### src/include/calc_settings.svh
`ifndef CALC_SETTINGS_SVH
`define CALC_SETTINGS_SVH

// Datapath widths
`define CALC_WIDTH  16
`define DIGIT_WIDTH 4
`define OP_WIDTH    3

// One-hot operator codes from the keypad
`define OP_ADD 3'b001
`define OP_SUB 3'b010
`define OP_MUL 3'b100

`define MULT_ITER `CALC_WIDTH      // One shift-and-add step per multiplier bit

`endif

### src/verilog/calc_pkg.sv
`default_nettype none
`include "calc_settings.svh"

package calc_pkg;

    // All arithmetic is unsigned and wraps at the operand width
    typedef logic [`CALC_WIDTH-1:0] operand_t;      // Operands, results, worker inputs

    typedef logic [`DIGIT_WIDTH-1:0] digit_t;       // Single decimal keypad digit

    typedef logic [`OP_WIDTH-1:0] op_code_t;        // One-hot add/sub/mul code

endpackage

`default_nettype wire

### src/verilog/add_sub_unit.sv
`default_nettype none

module add_sub_unit (
    input  wire                     clk,
    input  wire                     nRST,
    input  wire calc_pkg::operand_t a,
    input  wire calc_pkg::operand_t b,
    input  wire                     sub,        // 1 selects a minus b
    input  wire                     start,
    output calc_pkg::operand_t      result,
    output logic                    finish
);

    // Handshake flag
    always_ff @(posedge clk or negedge nRST) begin
        if (!nRST) begin
            finish <= 1'b0;
        end else begin
            finish <= start;                    // Done one cycle after start
        end
    end

    // Result wraps at the operand width
    always_ff @(posedge clk) begin
        if (start) begin
            if (sub) begin
                result <= a - b;
            end else begin
                result <= a + b;
            end
        end
    end

    // One item in flight means start never lasts two cycles
    start_single_pulse: assert property (@(posedge clk) disable iff (!nRST)
        start |=> !start);

endmodule

`default_nettype wire

### src/verilog/seq_multiplier.sv
`default_nettype none
`include "calc_settings.svh"

module seq_multiplier (
    input  wire                     clk,
    input  wire                     nRST,
    input  wire calc_pkg::operand_t a,
    input  wire calc_pkg::operand_t b,
    input  wire                     start,
    output calc_pkg::operand_t      result,
    output logic                    finish
);

    localparam int CNT_W = $clog2(`MULT_ITER);

    typedef enum logic [1:0] {
        ST_IDLE,
        ST_RUN,
        ST_DONE
    } state_t;

    state_t             state;
    logic [CNT_W-1:0]   count;                  // Iteration index
    calc_pkg::operand_t mcand;                  // Shifts left each step
    calc_pkg::operand_t mplier;                 // Shifts right each step
    calc_pkg::operand_t product;                // Low half of the product

    always_ff @(posedge clk or negedge nRST) begin
        if (!nRST) begin
            state <= ST_IDLE;
            count <= '0;
        end else begin
            case (state)
                ST_IDLE: begin
                    if (start) begin
                        count <= '0;
                        state <= ST_RUN;
                    end
                end
                ST_RUN: begin
                    count <= count + 1'b1;
                    if (count == CNT_W'(`MULT_ITER - 1)) begin
                        state <= ST_DONE;
                    end
                end
                ST_DONE: begin
                    state <= ST_IDLE;           // Finish lasts one cycle
                end
                default: begin
                    state <= ST_IDLE;
                end
            endcase
        end
    end

    always_ff @(posedge clk) begin
        if (start) begin
            mcand   <= a;
            mplier  <= b;
            product <= '0;
        end else if (state == ST_RUN) begin
            if (mplier[0]) begin
                product <= product + mcand;     // Carries past bit 15 drop out
            end
            mcand  <= mcand << 1;
            mplier <= mplier >> 1;
        end
    end

    assign result = product;
    assign finish = (state == ST_DONE);

    // Controller keeps one multiplication in flight at a time
    no_start_while_busy: assert property (@(posedge clk) disable iff (!nRST)
        (state != ST_IDLE) |-> !start);

endmodule

`default_nettype wire

### src/verilog/calc_control.sv
`default_nettype none
`include "calc_settings.svh"

module calc_control (
    input  wire                     clk,
    input  wire                     nRST,
    input  wire calc_pkg::digit_t   keypad_input,
    input  wire                     read_input,
    input  wire calc_pkg::op_code_t operator_input,
    input  wire                     equal_input,
    input  wire calc_pkg::operand_t add_result,
    input  wire                     add_finish,
    input  wire calc_pkg::operand_t mul_result,
    input  wire                     mul_finish,
    output logic                    busy,
    output logic                    complete,
    output calc_pkg::operand_t      display_output,
    output calc_pkg::operand_t      add_a,
    output calc_pkg::operand_t      add_b,
    output logic                    add_sub,
    output logic                    add_start,
    output calc_pkg::operand_t      mul_a,
    output calc_pkg::operand_t      mul_b,
    output logic                    mul_start
);

    typedef enum logic [2:0] {
        ST_IDLE_FIRST,                      // Keying first operand
        ST_SCALE,                           // Operand times ten on the multiplier
        ST_ACCUMULATE,                      // Scaled operand plus digit on the adder
        ST_IDLE_SECOND,                     // Keying second operand
        ST_DISPATCH,                        // Start the selected worker
        ST_WAIT,                            // Wait for the worker result
        ST_SHOW                             // Result on display, complete held
    } state_t;

    state_t             state;
    calc_pkg::operand_t operand_a;
    calc_pkg::operand_t operand_b;
    calc_pkg::operand_t entry_operand;
    calc_pkg::digit_t   digit_reg;          // Digit being folded in
    calc_pkg::op_code_t op_reg;             // Latched operator
    logic               second_entry;       // Digits go to operand_b
    logic               issued;             // Start already sent in this state
    logic               op_valid;

    assign entry_operand = second_entry ? operand_b : operand_a;

    assign op_valid = (operator_input == `OP_ADD) ||
                      (operator_input == `OP_SUB) ||
                      (operator_input == `OP_MUL);

    always_ff @(posedge clk or negedge nRST) begin
        if (!nRST) begin
            state          <= ST_IDLE_FIRST;
            operand_a      <= '0;
            operand_b      <= '0;
            digit_reg      <= '0;
            op_reg         <= '0;
            second_entry   <= 1'b0;
            issued         <= 1'b0;
            complete       <= 1'b0;
            display_output <= '0;
        end else begin
            case (state)
                ST_IDLE_FIRST: begin
                    if (read_input) begin           // Digit wins over operator
                        digit_reg <= keypad_input;
                        state     <= ST_SCALE;
                    end else if (op_valid) begin
                        op_reg       <= operator_input;
                        second_entry <= 1'b1;
                        state        <= ST_IDLE_SECOND;
                    end
                end
                ST_SCALE: begin
                    issued <= 1'b1;
                    if (mul_finish) begin
                        issued <= 1'b0;
                        if (second_entry) begin
                            operand_b <= mul_result;
                        end else begin
                            operand_a <= mul_result;
                        end
                        state <= ST_ACCUMULATE;
                    end
                end
                ST_ACCUMULATE: begin
                    issued <= 1'b1;
                    if (add_finish) begin
                        issued <= 1'b0;
                        if (second_entry) begin
                            operand_b <= add_result;
                            state     <= ST_IDLE_SECOND;
                        end else begin
                            operand_a <= add_result;
                            state     <= ST_IDLE_FIRST;
                        end
                    end
                end
                ST_IDLE_SECOND: begin
                    if (read_input) begin
                        digit_reg <= keypad_input;
                        state     <= ST_SCALE;
                    end else if (equal_input) begin
                        state <= ST_DISPATCH;
                    end
                end
                ST_DISPATCH: begin
                    state <= ST_WAIT;
                end
                ST_WAIT: begin
                    // Only the dispatched worker can finish here
                    if (add_finish || mul_finish) begin
                        display_output <= mul_finish ? mul_result : add_result;
                        complete       <= 1'b1;
                        state          <= ST_SHOW;
                    end
                end
                ST_SHOW: begin
                    if (read_input) begin           // New calculation from zero
                        digit_reg    <= keypad_input;
                        operand_a    <= '0;
                        operand_b    <= '0;
                        second_entry <= 1'b0;
                        complete     <= 1'b0;
                        state        <= ST_SCALE;
                    end
                end
                default: begin
                    state <= ST_IDLE_FIRST;
                end
            endcase
        end
    end

    // Worker operands and start pulses
    always_comb begin
        busy      = !((state == ST_IDLE_FIRST) || (state == ST_IDLE_SECOND) ||
                      (state == ST_SHOW));
        add_a     = entry_operand;
        add_b     = calc_pkg::operand_t'(digit_reg);     // Zero-extended digit
        add_sub   = 1'b0;
        add_start = 1'b0;
        mul_a     = entry_operand;
        mul_b     = calc_pkg::operand_t'(10);
        mul_start = 1'b0;
        case (state)
            ST_SCALE: begin
                mul_start = !issued;
            end
            ST_ACCUMULATE: begin
                add_start = !issued;
            end
            ST_DISPATCH: begin
                add_a     = operand_a;
                add_b     = operand_b;
                add_sub   = (op_reg == `OP_SUB);
                mul_a     = operand_a;
                mul_b     = operand_b;
                add_start = (op_reg != `OP_MUL);
                mul_start = (op_reg == `OP_MUL);
            end
            default: begin
            end
        endcase
    end

    // Each finish pulse belongs to the worker the FSM is waiting on
    mul_finish_expected: assert property (@(posedge clk) disable iff (!nRST)
        mul_finish |-> ((state == ST_SCALE) || (state == ST_WAIT && op_reg == `OP_MUL)));

    add_finish_expected: assert property (@(posedge clk) disable iff (!nRST)
        add_finish |-> ((state == ST_ACCUMULATE) || (state == ST_WAIT && op_reg != `OP_MUL)));

endmodule

`default_nettype wire

### src/verilog/calc_top.sv
`default_nettype none

module calc_top (
    input  wire                     clk,
    input  wire                     nRST,
    input  wire calc_pkg::digit_t   keypad_input,
    input  wire                     read_input,
    input  wire calc_pkg::op_code_t operator_input,
    input  wire                     equal_input,
    output logic                    busy,
    output logic                    complete,
    output calc_pkg::operand_t      display_output
);

    // Controller to adder/subtractor
    calc_pkg::operand_t add_a;
    calc_pkg::operand_t add_b;
    logic               add_sub;
    logic               add_start;
    calc_pkg::operand_t add_result;
    logic               add_finish;

    // Controller to multiplier
    calc_pkg::operand_t mul_a;
    calc_pkg::operand_t mul_b;
    logic               mul_start;
    calc_pkg::operand_t mul_result;
    logic               mul_finish;

    calc_control u_control (
        .clk            (clk),
        .nRST           (nRST),
        .keypad_input   (keypad_input),
        .read_input     (read_input),
        .operator_input (operator_input),
        .equal_input    (equal_input),
        .add_result     (add_result),
        .add_finish     (add_finish),
        .mul_result     (mul_result),
        .mul_finish     (mul_finish),
        .busy           (busy),
        .complete       (complete),
        .display_output (display_output),
        .add_a          (add_a),
        .add_b          (add_b),
        .add_sub        (add_sub),
        .add_start      (add_start),
        .mul_a          (mul_a),
        .mul_b          (mul_b),
        .mul_start      (mul_start)
    );

    add_sub_unit u_add_sub (
        .clk    (clk),
        .nRST   (nRST),
        .a      (add_a),
        .b      (add_b),
        .sub    (add_sub),
        .start  (add_start),
        .result (add_result),
        .finish (add_finish)
    );

    seq_multiplier u_mult (
        .clk    (clk),
        .nRST   (nRST),
        .a      (mul_a),
        .b      (mul_b),
        .start  (mul_start),
        .result (mul_result),
        .finish (mul_finish)
    );

endmodule

`default_nettype wire

### config.mk
export PLATFORM = sky130hd
export DESIGN_NAME = calc_top
export DESIGN_NICKNAME = d
export VERILOG_FILES = /design/src/verilog/calc_pkg.sv /design/src/verilog/add_sub_unit.sv /design/src/verilog/seq_multiplier.sv /design/src/verilog/calc_control.sv /design/src/verilog/calc_top.sv
export VERILOG_INCLUDE_DIRS = /design/src /design/src/include
export SDC_FILE = /design/constraint.sdc
export NUM_CORES = 1
export LEC_CHECK = 0
export BUFFER_PORTS_ARGS = -buffer_cell sky130_fd_sc_hd__buf_4
export CAP_MARGIN = 10
export CORE_MARGIN = 3
export CORE_UTILIZATION = 30
export CTS_BUF_LIST = sky130_fd_sc_hd__clkbuf_4
export DETAILED_ROUTE_END_ITERATION = 8
export MAX_ROUTING_LAYER = met4
export PLACE_DENSITY = 0.43
export SYNTH_ARGS = -nofsm -noshare
export SYNTH_HDL_FRONTEND = slang
export SYNTH_SLANG_ARGS = --single-unit
export TNS_END_PERCENT = 100
### constraint.sdc
create_clock -name clk -period 11.7 [get_ports clk]
set_input_delay 2.34 -clock clk [delete_from_list [all_inputs] [get_ports clk]]
set_output_delay 2.34 -clock clk [all_outputs]
set_load 0.05 [all_outputs]
Yosys cells after proc, flatten, opt, wreduce, memory -nomap -nowiden
Cells that the tools add are included.
Word-level totals
  memories kept: 0
  logic and storage cells: 125
  bits of input ports: 11
  output and inout bits: 18
  flip-flop bits (word level): 132
  memory bits (read-only): 0
  bits in latches: 0
  RAM bits: 0
Operators by class
  mux-type cells: 48
  $add $sub $neg: 4
  div/mod/pow operators: 0
  multiply operators: 0
  reduce and logical (&&, ||, !) cells: 27
  eq/ne operators: 29
  shift operators: 0
  magnitude comparators: 0
  bitwise operators: 1
Operator list (count)
  $mux W16: 19
  $pmux W16 S3: 2
  $add A16 B16 Y16: 2
  $mux W3: 8
  $pmux W3 S7: 1
  $reduce_and A6 Y1: 3
  $sub A16 B16 Y16: 1
  $eq A3 B3 Y1 const B: 5
  $ne A2 B1 Y1 const B: 7
  $eq A3 B2 Y1 const B: 4
  $ne A2 B2 Y1 const B: 5
  $pmux W1 S2: 5
  $reduce_and A2 Y1: 5
  $reduce_bool A2 Y1: 5
  $pmux W4 S2: 1
  $mux W1: 7
  $eq A3 B1 Y1 const B: 2
  $mux W2: 3
  $ne A3 B3 Y1 const B: 2
  $reduce_and A3 Y1: 2
  $logic_or A1 B1 Y1: 5
  $add A4 B1 Y4 const B: 1
  $eq A4 B4 Y1 const B: 1
  $mux W4: 1
  other kinds (11): 12

Depth between registers and ports, before layout
Gate-level depths: netlist of the first run.
  depth after elaboration: 6
  depth in mapped cells: 17
  gate-level depth less buffers: 15

Modules after synthesis
From an unflattened synthesis of the first run, not the netlist that was laid out.
Second synthesis, totals
  cells, all modules: 744
  area, all modules: 8031.5 um^2
Modules (own cells, without submodules)
  calc_control: cells each 339, area each 3668.5 um^2, sequential area each 1526.5 um^2, instances 1
  seq_multiplier: cells each 252, area each 2867.8 um^2, sequential area each 1431.4 um^2, instances 1
  add_sub_unit: cells each 153, area each 1495.2 um^2, sequential area each 505.5 um^2, instances 1

Worst setup path after synthesis of the first run
OpenSTA, ideal clock, no wires.
  kind: flip-flop to output port
  start point: reg u_control.state[1]
  end point: out busy
  stages on the path, launching flop included: 5
  buffers on the path: 1
  required time: 9360 ps
  setup slack: 7585 ps
  data arrival time: 1775 ps
  path through: dfrtp_1 clkbuf_1 nor2b_1 nor3_1 a21oi_1
On the way
  word-level cells in the longest chain between the ends: 4
RTL lines
  start: declaration: line calc_control.sv:37  | state_t state;
  start signal: assignment: line calc_control.sv:55  | state <= ST_IDLE_FIRST;
  start signal: assignment: line calc_control.sv:69  | state <= ST_SCALE;
  start signal: assignment: line calc_control.sv:73  | state <= ST_IDLE_SECOND;
  $eq A3 B2 Y1 / $logic_not A3 Y1 (equally long branches): line calc_control.sv:139  | busy = !((state == ST_IDLE_FIRST) || (state == ST_IDLE_SECOND) ||
  $logic_or A1 B1 Y1: line calc_control.sv:139
  $logic_or A1 B1 Y1 (*): line calc_control.sv:139
  $logic_not A1 Y1 (*): line calc_control.sv:139
  end: declaration: line calc_top.sv:10  | output logic busy,
Mark *: on every way between the ends. The rest lies on a longest branch, timed or not.

Final worst setup path of the first run
  start point: reg u_control.state[0]
  end point: reg u_add_sub.result[13], data pin
On the way
  word-level cells in the longest chain between the ends: 4
RTL lines
  $eq A3 B3 Y1 (*): line calc_control.sv:148  | case (state)
  $mux W16: line calc_control.sv:148
  $add A16 B16 Y16 / $sub A16 B16 Y16 (equally long branches): line add_sub_unit.sv:29, add_sub_unit.sv:27
  $mux W16 (*): line add_sub_unit.sv:26  | if (sub) begin
  end signal: assignment: line add_sub_unit.sv:27  | result <= a - b;
  end signal: assignment: line add_sub_unit.sv:29  | result <= a + b;
  end: declaration: line add_sub_unit.sv:10  | output calc_pkg::operand_t result,
Marked as above.
A chain may end at the register's enable or synchronous reset.

==> results of run 1 <==
layer usage:
layer	GRT usage [%]	vias up	share of wire [%]
met5	-	-	0
met4	4.114	0	1.1
met3	3.052	13	4.0
met2	27.47	127	49
met1	20.91	2914	45
li1	-	2937	-
cell usage after synthesis, drive strengths merged, types with 8 or more instances:
cell      n
inv      14
dfrtp    68
o211ai   10
mux2     20
nor3b    18
nor3     11
xor2      9
nand2   164
ha       34
a21o     10
a31oi     8
nor2b    14
mux2i    20
nor2     28
clkbuf   39
nand3    15
o21ai    94
edfxtp   48
nand2b   16
a21oi    55
xnor2    15
dfxtp    16
o21a      8
cells by family after synthesis:
logic type | after synthesis | synth area share, %
AO/OA/AOI/OAI | 225 | 18.01
buffers and inverters | 53 | 2.646
multiplexers | 40 | 5.659
XOR/XNOR | 24 | 2.796
adder cells (fa/ha/maj) | 36 | 6.192
flip-flops | 132 | 46.07
AND/OR/NAND/NOR | 296 | 18.63
area by class of cell:
cell class              count  area, sq um  area share [%]
multi-input cells         621         3867           46.20
flip-flops and latches    132         3463           41.37
well taps                 324        405.4           4.842
repair buffers             38        285.3           3.408
clock inverters            14        157.7           1.883
clock buffers              18        135.1           1.614
inverters                  14        52.55          0.6277
diodes                      2        5.005         0.05978
power by group through the flow:
| stage | Combinational (mW) | Sequential, mW | Clock, mW |
|---|---|---|---|
| after CTS | 1.52 | 0.934 | 0.345 |
| after floorplan | 1.04 | 0.967 | 0 |
| after global placement | 1.49 | 0.937 | 0 |
| after detailed placement | 1.52 | 0.943 | 0 |
| final | 1.51 | 0.933 | 0.334 |
| after global routing | 1.69 | 0.963 | 0.363 |
through the flow:
stage          hold slack, ns  area (sq um)  setup slack [ns]  power, mW  instances
5_1_grt                0.5260          8372             6.616      3.017       1163
2_1_floorplan          0.4444          7517             7.585      2.006        806
4_1_cts                0.4944          8367             7.062      2.803       1161
3_3_place_gp           0.4594          8074             7.154      2.429       1129
3_5_place_dp           0.4673          8074             7.077      2.464       1129
6_report               0.4899          8372             7.061      2.772       1163
placed cells by master, fill, tap and decap left out, drive strengths merged, types with 17 or more instances in the layout:
| cell type | netlist | routed |
|---|---|---|
| a21oi | 55 | 55 |
| buf | 0 | 38 |
| clkbuf | 39 | 18 |
| dfrtp | 68 | 68 |
| edfxtp | 48 | 48 |
| ha | 34 | 34 |
| inv | 14 | 17 |
| mux2 | 20 | 20 |
| mux2i | 20 | 20 |
| nand2 | 164 | 164 |
| nor2 | 28 | 28 |
| nor3b | 18 | 18 |
| o21ai | 94 | 94 |
worst paths after layout:
check	from	slack, ns	cells after the start	to
worst max-delay path	u_control.state[0]	7.06	14	u_add_sub.result[13]
worst min-delay path	u_control.issued	0.49	1	u_control.issued
worst max register to register	u_control.state[0]	7.06	14	u_add_sub.result[13]
worst min register to register	u_control.issued	0.49	1	u_control.issued
max in group asynchronous	nRST	9.17	1	u_control.operand_b[2]
min in group asynchronous	nRST	1.93	1	u_mult.count[2]
critical path, stage by stage (launching register included):
cell and delay [ns]:
dfrtp_1 0.55, nor2_1 0.23, and2_1 0.64, nand3_1 0.59, and2_1 0.33, xnor2_1 0.27, inv_1 0.08, ha_1 0.26
nor2b_1 0.14, o31a_1 0.27, o31ai_1 0.37, a21oi_1 0.19, o21a_1 0.23, mux2i_1 0.15, nand2_1 0.08
==> flow_summary.json, run 1 <==
{
  "yosys_warnings": 0,
  "gp_congestion": 0.8660,
  "setup_tns_ns": 0,
  "cts-htree-levels": 4,
  "worst_setup_path_start_kind": "flip-flop",
  "crit_arrival_ns": 4.93,
  "synth_area_per_cell_sq_um": 9.327,
  "post_cts_buffers": 0,
  "syn_to_final_growth_pct": 11.37,
  "finalMaxSlewViolations": 0,
  "io_buffer_count": 28,
  "vias_per_cell": 5.151,
  "p_sw_mw": 1.296,
  "p_comb_share_pct": 54.3,
  "die-area_sq_um": 26990,
  "synth_ff_type": "dfrtp_1",
  "drc": 0,
  "syn-num-nets": 853,
  "ir_drop_mv": 0.09852,
  "ant_nets": 0,
  "status": "completed",
  "relSlewSlack_pct": 32.27,
  "p_leak_nw": 3.651,
  "yosysTopAreaCellShare_pct": 22.64,
  "gr-total-overflow": 0,
  "grt_setup_unrepaired": "no",
  "maxCapViolCount": 0,
  "hold_buffers": 0,
  "num_vias": 5991,
  "cts_tree": "yes",
  "worst_pin_slew_ns": 1.016,
  "clk_path_buf_depth": 2,
  "die_w_microns": 164.3,
  "yosys.area.top_type": "dfrtp_1",
  "synth_edf_count": 48,
  "antenna_found_initial": 1,
  "cts-root-buf": "clkbuf_4",
  "fin_util_pct": 34.22,
  "period_share_pct": 39.65,
  "p_int_mw": 1.476,
  "totalWireLength_mm": 20.93,
  "async_flop_share_pct": 51.52,
  "power_frac_seq_pct": 33.7,
  "clk_pin_slew_ns": 0.11,
  "sw_frac_of_total_pct": 46.75,
  "clk_latency_ns": 0.54,
  "drive_gt1_share_pct": 11.71,
  "coreArea_sq_um": 24460,
  "pwr-share-clk_pct": 12.1,
  "first_pass_iters": 5,
  "synth.area.top_cells": "dfrtp_1 23%, edfxtp_1 19%, nand2_1 8.2%",
  "io_pins": 29,
  "grt_pass1_vias": 5946,
  "fin_crit_ns": 4.639,
  "ys_seq_area_share_pct": 46.07,
  "critPathRequiredTime_ns": 11.99,
  "num_rows": 57,
  "clock_skew_ns": 0.01881,
  "min_path_type": "flip-flop to flip-flop",
  "endpoint_kind": "flip-flop",
  "start_util_pct": 30.73,
  "fmax_mhz": 215.6,
  "final_net_count": 871,
  "setup_viol": 0,
  "grt_pass1_wl_mm": 33.25,
  "dr.first_iter.drc_count": 362,
  "grt_max_degree": 69,
  "grt_usage_pct": 16.54,
  "synth_cell_types": 59,
  "syn_inst": 806,
  "syn_area_sq_um": 7517,
  "clock_sinks": 132,
  "power_density_nw_per_um2": 331.1,
  "die_h_microns": 164.3,
  "ys_seq_elements": 132,
  "dp_hpwl_mm": 14.88,
  "n_fill_cell": 2543,
  "wl_per_cell_microns": 18.00,
  "critical_path_class": "flip-flop to flip-flop",
  "cts_inserted_buffers": 17,
  "hold_viol_final": 0,
  "path_max_fanout": 22,
  "post_cts_resized": 0
}
Note: power is estimated with default switching activity, not from simulation.
==> run 2: changes to the inputs <==
Settings changed: PLACE_DENSITY 0.43 to 0.44.
Clock period 11.7 ns to 4 ns, I/O delays scaled along.
==> flow_summary.json, run 2 (synthesis results as in run 1) <==
{
  "status": "completed",
  "setup_viol": 0,
  "critPathRequiredTime_ns": 4.35,
  "endpoint_kind": "flip-flop",
  "crit_cells": 13,
  "crit_chain": "nor2_1 -> nand2_1 -> nor3_1 -> o21bai_1 -> o31ai_1 -> nand2b_1 -> o211ai_1 -> ha_1 -> and3_1 -> a221o_1 -> a31oi_2 -> o21ai_1 -> o311ai_1",
  "maxCapViolCount": 0,
  "grt_usage_pct": 16.45,
  "syn_to_final_growth_pct": 12.08,
  "fin_util_pct": 34.44,
  "die_w_microns": 164.3,
  "totalWireLength_mm": 20.56,
  "reg2regPathDepth": 13,
  "num_vias": 5833,
  "period_share_pct": 90.36,
  "clk_latency_ns": 0.54,
  "clock_sinks": 132,
  "n_fill_cell": 2568,
  "pwr-share-clk_pct": 11.0,
  "start_util_pct": 30.73,
  "sw_frac_of_total_pct": 46.41,
  "slowest_stage": "dfrtp_1",
  "path_max_fanout": 9,
  "drive_gt1_share_pct": 12.85,
  "io_pins": 29,
  "die-area_sq_um": 26990,
  "slowest_delay_ns": 0.39,
  "coreArea_sq_um": 24460,
  "setup_tns_ns": 0,
  "min_path_type": "input port to async pin",
  "grt_setup_unrepaired": "no",
  "critical_path_class": "flip-flop to flip-flop",
  "gr-total-overflow": 0,
  "antenna_found_initial": 1,
  "dr.first_iter.drc_count": 286,
  "p_leak_nw": 3.684,
  "grt_pass1_vias": 5725,
  "worst_pin_slew_ns": 0.9330,
  "critPathTopFamily": "compound AO/OA/AOI/OAI gates",
  "cts-htree-levels": 4,
  "die_h_microns": 164.3,
  "seqCellArea_sq_um": 3463,
  "multi_input_area_sq_um": 3876,
  "layout_common_cells": "163 x nand2_1, 88 x o21ai_0, 68 x dfrtp_1",
  "vias_per_cell": 4.973,
  "wl_per_cell_microns": 17.53,
  "final_net_count": 882,
  "final_common_cell": "nand2_1",
  "hold_viol_final": 0,
  "cts_tree": "yes",
  "worst_setup_path_start_kind": "flip-flop",
  "hold_buffers": 0,
  "grt_max_degree": 69,
  "drc": 0,
  "p_sw_mw": 3.729,
  "cts-root-buf": "clkbuf_4",
  "cts_inserted_buffers": 17,
  "crit_arrival_ns": 3.97,
  "fmax_mhz": 276.7,
  "power_frac_seq_pct": 33.6,
  "ir_drop_mv": 0.3639,
  "critPathBufInv": 0,
  "first_pass_iters": 6,
  "dp_hpwl_mm": 14.83,
  "clk_pin_slew_ns": 0.12,
  "fin_crit_ns": 3.614,
  "io_buffer_count": 28,
  "grt_pass1_wl_mm": 32.84,
  "ant_nets": 0,
  "clk_path_buf_depth": 2,
  "gp_congestion": 0.8481,
  "clock_skew_ns": 0.02324,
  "num_rows": 57,
  "power_density_nw_per_um2": 953.5,
  "finalMaxSlewViolations": 0,
  "p_comb_share_pct": 55.4,
  "p_int_mw": 4.305,
  "relSlewSlack_pct": 37.80
}
run 2: worst paths after layout:
path | slack, ns | endpoint | start
worst max-delay path | 0.39 | u_add_sub.result[14] | u_control.state[0]
worst min-delay path | 0.37 | u_control.op_reg[2] | nRST
worst max register to register | 0.39 | u_add_sub.result[14] | u_control.state[0]
worst min register to register | 0.49 | u_control.operand_a[8] | u_control.operand_a[8]
max in group asynchronous | 2.99 | u_control.display_output[8] | nRST
min in group clk | 0.48 | u_control.digit_reg[1] | keypad_input[1]
run 2: power groups by stage:
stage	clock [mW]	sequential, mW	combinational (mW)
finish	0.881	2.70	4.45
global route	0.979	2.79	5.01
CTS	0.917	2.71	4.51
detailed placement	0	2.73	4.49
global placement	0	2.74	4.51
floorplan	0	2.83	3.04
run 2: cell type report:
class,instances,share of cell area (%)
diodes,1,0.02970
clock buffers,19,1.693
clock inverters,13,1.366
inverters,14,0.6237
multi-input cells,621,46.01
flip-flops and latches,132,41.10
well taps,324,4.811
repair buffers,49,4.366
run 2: what timing repair did:
action / in CTS / in global routing
buffers inserted: 0 / 0
endpoints found under the setup margin: 0 / 2
resized for setup: 0 / 3
run 2: layer usage:
metal,GRT usage [%],vias up,wire [microns]
met5,-,-,0
met1,21.88,2786,9998
met2,25.76,71,9763
met3,2.850,15,435
met4,4.883,0,363
li1,-,2961,-
run 2: per-stage QoR:
stage	instance area, sq um	hold slack [ns]	cells	worst slack, ns	power (mW)
2_1_floorplan	7517	0.4444	806	0.3338	5.869
3_3_place_gp	8157	0.4571	1140	0.3204	7.246
3_5_place_dp	8157	0.4655	1140	0.2808	7.218
4_1_cts	8414	0.3672	1172	0.2474	8.138
5_1_grt	8426	0.4121	1173	0.03839	8.780
6_report	8426	0.3675	1173	0.3856	8.034
run 2: worst reg2reg max path, stage by stage, from the launching register on:
cell and delay [ns]:
dfrtp_1 0.39, nor2_1 0.18, nand2_1 0.27, nor3_1 0.32, o21bai_1 0.16, o31ai_1 0.28
nand2b_1 0.09, o211ai_1 0.11, ha_1 0.30, and3_1 0.22, a221o_1 0.36, a31oi_2 0.24
o21ai_1 0.18, o311ai_1 0.32
